==> config.mk <==
export PLATFORM = sky130hd
export DESIGN_NAME = fft_bfly_top
export DESIGN_NICKNAME = d
export VERILOG_FILES = /design/src/hdl/fft_pkg.sv /design/src/hdl/butterfly_lane.sv /design/src/hdl/fft_bfly_top.sv /design/src/hdl/pair_collector.sv /design/src/hdl/pair_demux.sv
export SDC_FILE = /design/constraint.sdc
export NUM_CORES = 2
export LEC_CHECK = 0
export BUFFER_PORTS_ARGS = -buffer_cell sky130_fd_sc_hd__buf_4
export CAP_MARGIN = 10
export CORE_AREA = 2 2 462 464
export CTS_CLUSTER_DIAMETER = 30
export DETAILED_ROUTE_END_ITERATION = 10
export DIE_AREA = 0 0 464 466
export HOLD_SLACK_MARGIN = 0.1
export SLEW_MARGIN = 40
export SYNTH_ARGS = -nofsm -noshare
export SYNTH_HDL_FRONTEND = slang
export SYNTH_SLANG_ARGS = --single-unit
==> constraint.sdc <==
create_clock -name clk -period 14.4 [get_ports clk]
set_input_delay 2.16 -clock clk [delete_from_list [all_inputs] [get_ports clk]]
set_output_delay 2.16 -clock clk [all_outputs]
set_load 0.005 [all_outputs]
==> src/hdl/fft_pkg.sv <==
package fft_pkg;

    // ----------------------------------------------------------------------
    // datapath widths
    // ----------------------------------------------------------------------
    localparam int SAMPLE_W = 16;               // re/im component, two's complement
    localparam int TW_W     = 14;               // cos/sin, Q1.13
    localparam int TW_FRAC  = 13;               // product shift back to sample scale
    localparam int PROD_W   = SAMPLE_W + TW_W;  // full signed partial product
    localparam int ACC_W    = PROD_W + 1;       // guard bit for sum of two products

    // ----------------------------------------------------------------------
    // payload structs
    // ----------------------------------------------------------------------
    typedef struct packed {
        logic signed [SAMPLE_W-1:0] re;         // real part
        logic signed [SAMPLE_W-1:0] im;         // imaginary part
    } cplx_t;

    typedef struct packed {
        logic signed [TW_W-1:0] cos;            // twiddle real part
        logic signed [TW_W-1:0] sin;            // twiddle imaginary part
    } twiddle_t;

    typedef struct packed {
        cplx_t    a;                            // first sample of the pair
        cplx_t    b;                            // second sample, gets rotated
        twiddle_t tw;                           // twiddle that arrived with b
    } bfly_req_t;

    typedef struct packed {
        cplx_t x0;                              // a + b*w
        cplx_t x1;                              // a - b*w
    } bfly_res_t;

    // ----------------------------------------------------------------------
    // state encodings
    // ----------------------------------------------------------------------
    typedef enum logic {
        WAIT_A,                                 // next sample is a
        WAIT_B                                  // next sample is b
    } pair_state_e;

    typedef enum logic [2:0] {
        IDLE,
        P_RC,                                   // re * cos
        P_IS,                                   // im * sin
        P_RS,                                   // re * sin
        P_IC,                                   // im * cos
        COMBINE                                 // shift, add/sub, done
    } mul_phase_e;

endpackage

==> src/hdl/butterfly_lane.sv <==
`timescale 1ns/1ps

module butterfly_lane (
    input  logic               clk,
    input  logic               rst_n,
    input  logic               start,
    input  fft_pkg::bfly_req_t req,
    output logic               done,
    output fft_pkg::bfly_res_t res
);

    fft_pkg::mul_phase_e                  phase;      // current step
    fft_pkg::bfly_req_t                   req_q;      // captured job
    logic signed [fft_pkg::SAMPLE_W-1:0]  op_x;       // sample operand
    logic signed [fft_pkg::TW_W-1:0]      op_y;       // twiddle operand
    logic signed [fft_pkg::PROD_W-1:0]    prod;       // shared multiplier out
    logic signed [fft_pkg::ACC_W-1:0]     acc_re;     // re*cos - im*sin
    logic signed [fft_pkg::ACC_W-1:0]     acc_im;     // re*sin + im*cos
    logic signed [fft_pkg::ACC_W-1:0]     t_re_full;  // scaled back, full width
    logic signed [fft_pkg::ACC_W-1:0]     t_im_full;
    logic signed [fft_pkg::SAMPLE_W-1:0]  t_re;       // truncated rotated b
    logic signed [fft_pkg::SAMPLE_W-1:0]  t_im;
    fft_pkg::bfly_res_t                   res_comb;   // x0/x1 during COMBINE
    fft_pkg::bfly_res_t                   res_q;      // held result

    // ----------------------------------------------------------------------
    // phase sequencer, start ignored unless idle
    // ----------------------------------------------------------------------
    always_ff @(posedge clk or negedge rst_n) begin
        if (!rst_n) begin
            phase <= fft_pkg::IDLE;
        end else begin
            case (phase)
                fft_pkg::IDLE:    if (start) phase <= fft_pkg::P_RC;
                fft_pkg::P_RC:    phase <= fft_pkg::P_IS;
                fft_pkg::P_IS:    phase <= fft_pkg::P_RS;
                fft_pkg::P_RS:    phase <= fft_pkg::P_IC;
                fft_pkg::P_IC:    phase <= fft_pkg::COMBINE;
                fft_pkg::COMBINE: phase <= fft_pkg::IDLE;
                default:          phase <= fft_pkg::IDLE;
            endcase
        end
    end

    // ----------------------------------------------------------------------
    // operand select for the single multiplier
    // ----------------------------------------------------------------------
    always_comb begin
        op_x = req_q.b.re;                          // P_RC and idle
        op_y = req_q.tw.cos;
        case (phase)
            fft_pkg::P_IS: begin
                op_x = req_q.b.im;
                op_y = req_q.tw.sin;
            end
            fft_pkg::P_RS: begin
                op_x = req_q.b.re;
                op_y = req_q.tw.sin;
            end
            fft_pkg::P_IC: begin
                op_x = req_q.b.im;
                op_y = req_q.tw.cos;
            end
            default: ;
        endcase
    end

    assign prod = op_x * op_y;                      // both signed, full product

    // ----------------------------------------------------------------------
    // job capture, accumulation, result hold
    // ----------------------------------------------------------------------
    always_ff @(posedge clk) begin
        if (phase == fft_pkg::IDLE && start) begin
            req_q <= req;
        end
        case (phase)
            fft_pkg::P_RC:    acc_re <= prod;           // sign extends
            fft_pkg::P_IS:    acc_re <= acc_re - prod;
            fft_pkg::P_RS:    acc_im <= prod;
            fft_pkg::P_IC:    acc_im <= acc_im + prod;
            fft_pkg::COMBINE: res_q  <= res_comb;       // keep for the collector
            default: ;
        endcase
    end

    // truncation: arithmetic shift, no rounding
    assign t_re_full = acc_re >>> fft_pkg::TW_FRAC;
    assign t_im_full = acc_im >>> fft_pkg::TW_FRAC;
    assign t_re      = t_re_full[fft_pkg::SAMPLE_W-1:0];
    assign t_im      = t_im_full[fft_pkg::SAMPLE_W-1:0];

    always_comb begin
        res_comb.x0.re = req_q.a.re + t_re;             // wraps at SAMPLE_W
        res_comb.x0.im = req_q.a.im + t_im;
        res_comb.x1.re = req_q.a.re - t_re;
        res_comb.x1.im = req_q.a.im - t_im;
    end

    assign done = (phase == fft_pkg::COMBINE);          // one cycle per job
    assign res  = done ? res_comb : res_q;              // same value after COMBINE

endmodule

==> src/hdl/fft_bfly_top.sv <==
`timescale 1ns/1ps

module fft_bfly_top #(
    parameter int NUM_LANES = 4             // needs to be 3 or more
) (
    input  logic              clk,
    input  logic              rst_n,
    input  logic              in_valid,
    input  fft_pkg::cplx_t    in_sample,
    input  fft_pkg::twiddle_t in_tw,
    output logic              out_valid,
    output fft_pkg::cplx_t    out_sample,
    output logic              out_second
);

    fft_pkg::bfly_req_t   req;                      // shared job bus
    logic [NUM_LANES-1:0] lane_start;               // one-hot kick
    logic [NUM_LANES-1:0] lane_done;                // per-lane done strobe
    fft_pkg::bfly_res_t   lane_res [NUM_LANES];     // per-lane result

    // ----------------------------------------------------------------------
    // pairing and dispatch
    // ----------------------------------------------------------------------
    pair_demux #(
        .NUM_LANES (NUM_LANES)
    ) i_demux (
        .clk       (clk),
        .rst_n     (rst_n),
        .in_valid  (in_valid),
        .in_sample (in_sample),
        .in_tw     (in_tw),
        .req       (req),
        .start     (lane_start)
    );

    // butterfly lanes, one job each in flight
    for (genvar g = 0; g < NUM_LANES; g++) begin : g_lane
        butterfly_lane i_lane (
            .clk   (clk),
            .rst_n (rst_n),
            .start (lane_start[g]),
            .req   (req),
            .done  (lane_done[g]),
            .res   (lane_res[g])
        );
    end

    // back to a single stream
    pair_collector #(
        .NUM_LANES (NUM_LANES)
    ) i_collector (
        .clk        (clk),
        .rst_n      (rst_n),
        .done       (lane_done),
        .res        (lane_res),
        .out_valid  (out_valid),
        .out_sample (out_sample),
        .out_second (out_second)
    );

endmodule

==> src/hdl/pair_collector.sv <==
`timescale 1ns/1ps

module pair_collector #(
    parameter int NUM_LANES = 4
) (
    input  logic                 clk,
    input  logic                 rst_n,
    input  logic [NUM_LANES-1:0] done,
    input  fft_pkg::bfly_res_t   res [NUM_LANES],
    output logic                 out_valid,
    output fft_pkg::cplx_t       out_sample,
    output logic                 out_second
);

    fft_pkg::bfly_res_t sel_res;        // result of the lane that just finished
    fft_pkg::cplx_t     x1_q;           // x1 parked for the second beat
    logic               any_done;       // some lane finished this cycle
    logic               pend;           // x1 still to be sent

    // ----------------------------------------------------------------------
    // lane select, dones never overlap so priority order is irrelevant
    // ----------------------------------------------------------------------
    always_comb begin
        sel_res = res[0];
        for (int i = 0; i < NUM_LANES; i++) begin
            if (done[i]) begin
                sel_res = res[i];
            end
        end
    end

    assign any_done = |done;

    // ----------------------------------------------------------------------
    // output sequencing, x0 then x1
    // ----------------------------------------------------------------------
    always_ff @(posedge clk or negedge rst_n) begin
        if (!rst_n) begin
            out_valid  <= 1'b0;
            out_second <= 1'b0;
            pend       <= 1'b0;
        end else if (any_done) begin
            out_valid  <= 1'b1;         // x0 beat
            out_second <= 1'b0;
            pend       <= 1'b1;
        end else if (pend) begin
            out_valid  <= 1'b1;         // x1 beat
            out_second <= 1'b1;
            pend       <= 1'b0;
        end else begin
            out_valid  <= 1'b0;
            out_second <= 1'b0;
        end
    end

    always_ff @(posedge clk) begin
        if (any_done) begin
            out_sample <= sel_res.x0;
            x1_q       <= sel_res.x1;
        end else if (pend) begin
            out_sample <= x1_q;
        end
    end

endmodule

==> src/hdl/pair_demux.sv <==
`timescale 1ns/1ps

module pair_demux #(
    parameter int NUM_LANES = 4
) (
    input  logic                   clk,
    input  logic                   rst_n,
    input  logic                   in_valid,
    input  fft_pkg::cplx_t         in_sample,
    input  fft_pkg::twiddle_t      in_tw,
    output fft_pkg::bfly_req_t     req,
    output logic [NUM_LANES-1:0]   start
);

    // pointer needs at least one bit even for a single lane
    localparam int PTR_W = (NUM_LANES > 1) ? $clog2(NUM_LANES) : 1;

    fft_pkg::pair_state_e state;            // which half of the pair comes next
    fft_pkg::cplx_t       a_q;              // held a sample
    logic [PTR_W-1:0]     ptr;              // round-robin lane pointer

    // ----------------------------------------------------------------------
    // pairing fsm, lane pointer and start strobe
    // ----------------------------------------------------------------------
    always_ff @(posedge clk or negedge rst_n) begin
        if (!rst_n) begin
            state <= fft_pkg::WAIT_A;
            ptr   <= '0;
            start <= '0;
        end else begin
            start <= '0;                    // single-cycle strobe by default
            if (in_valid) begin
                case (state)
                    fft_pkg::WAIT_A: begin
                        state <= fft_pkg::WAIT_B;
                    end
                    fft_pkg::WAIT_B: begin
                        state      <= fft_pkg::WAIT_A;
                        start[ptr] <= 1'b1; // kick the chosen lane
                        if (ptr == PTR_W'(NUM_LANES - 1)) begin
                            ptr <= '0;      // wrap
                        end else begin
                            ptr <= ptr + 1'b1;
                        end
                    end
                    default: state <= fft_pkg::WAIT_A;
                endcase
            end
        end
    end

    // ----------------------------------------------------------------------
    // payload capture
    // ----------------------------------------------------------------------
    always_ff @(posedge clk) begin
        if (in_valid) begin
            if (state == fft_pkg::WAIT_A) begin
                a_q <= in_sample;           // park a until b shows up
            end else begin
                req.a  <= a_q;
                req.b  <= in_sample;
                req.tw <= in_tw;            // only b's twiddle is kept
            end
        end
    end

    // req is shared by all lanes, only the lane
    // whose start bit is set will pick it up
endmodule
* Word-level counts from Yosys, hierarchy flattened *
Cells that the tools add are included.

cells by class
  add/subtract/negate cells = 25
  $mul = 4
  div/mod/pow operators = 0
  $lt $le $gt $ge = 2
  equal/unequal tests = 25
  shifts and indexed selects = 0
  mux-type cells = 40
  bitwise logic cells = 1
  reduce and logical (&&, ||, !) cells = 29

operators with widths
  operator                                       number
  case mux 31 bit (2 select lines)               8
  two-way mux 64 bit                             4
  adder 16 bit                                   8
  subtractor 16 bit                              8
  adder 31 x 30 -> 31 bit                        4
  subtractor 31 x 30 -> 31 bit                   4
  multiplier 16 x 14 -> 30 bit                   4
  two-way mux 16 bit                             4
  two-way mux 32 bit                             2
  case mux 3 bit (5 select lines)                4
  two-way mux 14 bit                             4
  == test 3 x 2 -> 1 bit, second input constant  8
  == test 3 bit, second input constant           8
  nonzero test 2 bit                             9
  OR reduction 2 bit                             8
  == test 3 x 1 -> 1 bit, second input constant  4
  logical NOT 3 bit                              4
  two-way mux 3 bit                              4
  two-way mux 4 bit                              2
  != test 2 bit, second input constant           4
  logical AND 1 bit                              5
  two-way mux 1 bit                              5
  AND reduction 2 bit                            2
  OR reduction 4 bit                             1
  8 further kinds                                8

storage, ports and cells
  register bits = 890
  bits in latches = 0
  RAM bits = 0
  memory bits (read-only) = 0
  input port bits = 63
  output and inout bits = 34
  word-level logic and storage cells = 184
  memories = 0

* Longest topological paths before layout *
  depth in word-level cells = 6
  depth in mapped cells = 46
  mapped depth without buffers = 41

* Hierarchy *
Synthesis repeated with hierarchy kept, for this count alone.

unflattened totals
  cells, all modules = 9,543
  area, all modules = 92,980.4 sq um

by module, submodules not included
  module                             instances  cells each  area an instance (sq um)  sequential area each (sq um)
  butterfly_lane (g_lane[3].i_lane)  1          2,278       21,403.0                  5,860.6
  butterfly_lane (g_lane[1].i_lane)  1          2,254       21,242.9                  5,860.6
  butterfly_lane (g_lane[0].i_lane)  1          2,225       20,945.1                  5,860.6
  butterfly_lane (g_lane[2].i_lane)  1          2,207       20,930.1                  5,860.6
  pair_collector                     1          431         4,419.2                   1,996.9
  pair_demux                         1          148         4,040.1                   3,898.7

* Worst setup path after synthesis *
Ideal clock, no wire load.

  path type = reg2reg
  start point = register g_lane[2].i_lane.phase[2]
  end point = register g_lane[2].i_lane.req_q[0] (netlist name), enable pin
  library setup time = 0.801 ns
  data arrival time = 10.105 ns
  required time = 13.599 ns
  slack = 3.495 ns
  stages on the path, launching flop included = 3
  buffers on the path = 1
  clock period less this slack = 10.905 ns
  cell sequence = dfrtp_1 > clkbuf_1 > nor4b_1

between the ends
  word-level cells in the longest chain between the ends = 2

RTL lines
  element                 RTL line              text
  from (decl)             butterfly_lane.sv:12  fft_pkg::mul_phase_e phase;
  from (signal assigned)  butterfly_lane.sv:31  phase <= fft_pkg::IDLE;
  from (signal assigned)  butterfly_lane.sv:34  fft_pkg::IDLE: if (start) phase <= fft_pkg::P_RC;
  from (signal assigned)  butterfly_lane.sv:35  fft_pkg::P_RC: phase <= fft_pkg::P_IS;
  logical NOT 3 bit       butterfly_lane.sv:74  if (phase == fft_pkg::IDLE && start) begin
  logical AND 1 bit       butterfly_lane.sv:74
  to (signal assigned)    butterfly_lane.sv:75  req_q <= req;
  to (decl)               butterfly_lane.sv:13  fft_pkg::bfly_req_t req_q;

No other way between the ends.
A chain may end at the register's enable or synchronous reset.

* Final worst setup path *
  start point = register g_lane[1].i_lane.phase[2]
  end point = register g_lane[1].i_lane.acc_re[27] (netlist name), data pin

between the ends
  word-level cells in the longest chain between the ends = 6
  elaborated cells on any way between the ends = 11
  classes of those cells = add/sub (1); mul (1); eq/ne (4); mux (3); reduce/logical (2)

RTL lines
  element                                                          RTL line                                    text
  from (decl)                                                      butterfly_lane.sv:12
  from (signal assigned)                                           butterfly_lane.sv:31
  from (signal assigned)                                           butterfly_lane.sv:34
  from (signal assigned)                                           butterfly_lane.sv:35
  == test 3 x 2 -> 1 bit, or another cell as far along             butterfly_lane.sv:51, butterfly_lane.sv:77
  OR reduction 2 bit (no line)                                     -
  two-way mux 16 bit / two-way mux 14 bit (equally long branches)  butterfly_lane.sv:51                        case (phase)
  multiplier 16 x 14 -> 30 bit                                     butterfly_lane.sv:68                        assign prod = op_x * op_y;
  subtractor 31 x 30 -> 31 bit                                     butterfly_lane.sv:79                        fft_pkg::P_IS: acc_re <= acc_re - prod;
  case mux 31 bit (2 select lines) (*)                             butterfly_lane.sv:77                        case (phase)
  to (signal assigned)                                             butterfly_lane.sv:78                        fft_pkg::P_RC: acc_re <= prod;
  to (signal assigned)                                             butterfly_lane.sv:79
  to (decl)                                                        butterfly_lane.sv:17                        logic signed [fft_pkg::ACC_W-1:0] acc_re;

Every way passes the cells marked *; elsewhere a longest branch is shown, timed or not.

==> results by group <==
Synthesis
  – Post-Syn Area: 0.0840 mm^2
  – Cells after Synth: 8548
  – Post-Syn Nets: 10200
  – Post-synthesis cell type count: 98
  – Yosys top cell by area: edfxtp_1
  – Post-synthesis async set-or-reset flop share: 2.59%
  – Mapped Avg Cell Area: 9.83 um^2
  – Register area share after synthesis: 29.7%
  – Synth area leaders: edfxtp_1, fa_1, ha_1, inv_1, xnor2_1
  – Post-synth EDFFs: 788
  – Synth top area share: 28.2%
  – Most used DFF post-synth: edfxtp_1
  – Synth warnings: 0
  – Synth Register Bits: 848

STA
  – Final setup fails: 0
  – Max_slew headroom: 38.3%
  – Worst-Margin Slew: 0.908 ns
  – Setup TNS: 0 ns
  – RSZ-0062 raised after global routing: no
  – Max Slew Vio Count: 0
  – FMAX: 86.2 MHz
  – Final period util: 80.6%
  – Min cycle time layout: 11.60 ns
  – Layout Skew: 0.0946 ns
  – Final Hold Vio Count: 0

CTS
  – Inserted Clock Buffers: 230
  – Post-CTS Setup Bufs: 0
  – CTS tree: built
  – Worst-skew pair later-pin latency: 0.87 ns
  – Hold buffers post-CTS: 0
  – Root buffer cell: clkbuf_16
  – Clock-pin transition on the worst setup and hold timing paths: 0.05 ns
  – H-tree Lvls: 4
  – Clock Sinks: 848
  – CTS Buffer Depth: 3
  – Post-CTS sizing: 0

Global route
  – Largest net degree at the start of global routing: 65
  – First-pass GRT wire length: 401000 um
  – Gr usage total: 24.7%
  – Initial antenna violation count: 19
  – GRT Residual Overflow: 0
  – Number of global-route vias before repair: 64800

Cells and area
  – Most common cell after layout, fill and taps aside: inv_1
  – Final nets: 10500
  – Most frequent cells in the layout: inv_1, fa_1, nand2_1, nor2_1, edfxtp_1
  – Share of layout cells above drive strength 1: 9.80%
  – Area delta synth->final: 15.8%
  – Fin cells: 11800

Run status
  – Run status: complete, no violations

Place
  – HPWL after detailed placement: 215000 um
  – I/O Buffers: 96
  – Placed Cells: 11400
  – GPL Wtd Cong: 0.967

Floorplan
  – Die Ht: 466 um
  – I/O pin count: 97
  – Num rows: 169
  – Die X: 464 um
  – Core Box Area: 0.211 mm^2
  – Die Area: 0.216 mm^2
  – Initial Utilization: 39.8%

Critical path
  – Critical path's slowest cell: mux2i_1
  – WP data required: 15.02 ns
  – CP dominant cell by count: inv_1
  – WP buf/inv: 10
  – Worst Setup End Kind: register
  – Kind of critical path: register to register
  – Worst Path Max Fanout: 33
  – Worst path max stage delay: 0.71 ns
  – Worst Path Arrival: 12.22 ns
  – Setup crit start kind: register
  – Critical path's top delay family: adder cells

Routing
  – Via count: 63500
  – 1st-pass router iterations: 6
  – DRC Markers: 0
  – Final ANT Viol Nets: 0
  – Vias per cell: 5.37
  – Wire length per cell: 22.7 um
  – DRT iter0 DRCs: 5806
  – WL final: 268000 um

Hold path
  – Hold/Removal Path Class: register to register

Flow run
  – Max Cap Viol: 0
-- worst register-to-register path: cells and delay by family (launching register included) --
| kind | cells | cell delay, ns |
|---|---|---|
| AOI/OAI and AO/OA | 6 | 1.45 |
| buffers and inverters | 10 | 1.42 |
| and+or+nand+nor | 9 | 1.41 |
| muxes | 1 | 0.73 |
| DFF | 1 | 0.62 |
| xor gates and xnor gates | 3 | 0.84 |
| adders and majority gates | 12 | 4.92 |
-- per-stage QoR --
stage                     hold slack [ns]  cell area, um^2  utilization, %  setup slack [ns]
final                               0.354            97200            46.0              2.80
after global routing                0.368            97200            46.0              2.22
after CTS                           0.355            97100            46.0              2.78
after detailed placement            0.405            88900            42.1              2.77
after global placement              0.401            88600            41.9              2.83
after floorplan                     0.400            84000               -              3.49
-- layout make-up --
cell class	count	area [um^2]
multi-input combinational	6048	53200
antenna	11	27.5
clock buffer	248	5830
tap	2821	3530
sequential	848	25000
clock inverter	189	2370
timing repair buffer	231	1840
inverter	1443	5420
fill	19800	114000
-- final timing paths --
| check | slack [ns] | cells after the start | from | end |
|---|---|---|---|---|
| setup / recovery | 2.80 | 41 | g_lane[1].i_lane.phase[2] | g_lane[1].i_lane.acc_re[27] |
| hold / removal | 0.35 | 0 | i_demux.a_q[7] | i_demux.req[67] |
| setup reg to reg | 2.80 | 41 | g_lane[1].i_lane.phase[2] | g_lane[1].i_lane.acc_re[27] |
| hold reg to reg | 0.35 | 0 | i_demux.a_q[7] | i_demux.req[67] |
| max in group asynchronous | 12.70 | 1 | rst_n | g_lane[3].i_lane.phase[1] |
| min in group asynchronous | 1.29 | 1 | rst_n | g_lane[2].i_lane.phase[0] |
-- flip-flops by register name, summed over array words and instances, names as in the netlist, 2 cells and up --
signal,count
i_demux.req,92
g_lane.i_lane.res_q,38
i_collector.x1_q,32
i_demux.a_q,32
g_lane.i_lane.phase,12
g_lane.i_lane.acc_re,116
i_demux.ptr,2
i_demux.start,4
i_collector.out_sample,32
g_lane.i_lane.acc_im,116
g_lane.i_lane.req_q,368
-- kinds of logic after synthesis --
kind of cell               count (synthesis)  share of synthesized area (%)
DFF                                      848                           29.7
adders and majority gates               1625                           32.0
xor gates and xnor gates                 498                           5.20
muxes                                    236                           2.96
AOI/OAI and AO/OA                       1521                           11.5
buffers and inverters                   1652                           7.38
and+or+nand+nor                         2168                           11.2
-- cells in the mapped netlist (all sizes together), types with 12 or more instances --
master,instances
inv,1441
fa,880
nor2,804
nand2,803
edfxtp,788
ha,724
o21ai,445
a21oi,383
xnor2,349
clkbuf,187
xor2,149
mux2i,139
a21o,136
mux2,97
nor3,96
o21bai,92
nand2b,77
nand3,75
nor2b,66
and3,64
o31ai,61
o211ai,51
or2,46
o21a,40
a211oi,39
dfxtp,38
a21boi,36
or3,35
and2,31
a31oi,28
o22ai,28
a221oi,24
buf,22
dfrtp,22
maj3,21
o311ai,18
o2111ai,15
nand3b,13
nand4,13
a2111oi,12
a31o,12
or4,12
-- layer usage --
| layer | routed length [um] | global-route usage (%) | part of all wire (%) | up-vias |
|---|---|---|---|---|
| met1 | 116000 | 33.2 | 43 | 31600 |
| met5 | 23 | 0 | 0.0086 | - |
| li1 | - | - | - | 29000 |
| met2 | 123000 | 39.5 | 46 | 2346 |
| met3 | 18300 | 4.04 | 6.8 | 520 |
| met4 | 11400 | 10.2 | 4.2 | 4 |
Power is left out: the tool's default activity adds up to more than one toggle a clock period on the data nets, which glitch-free logic cannot reach.
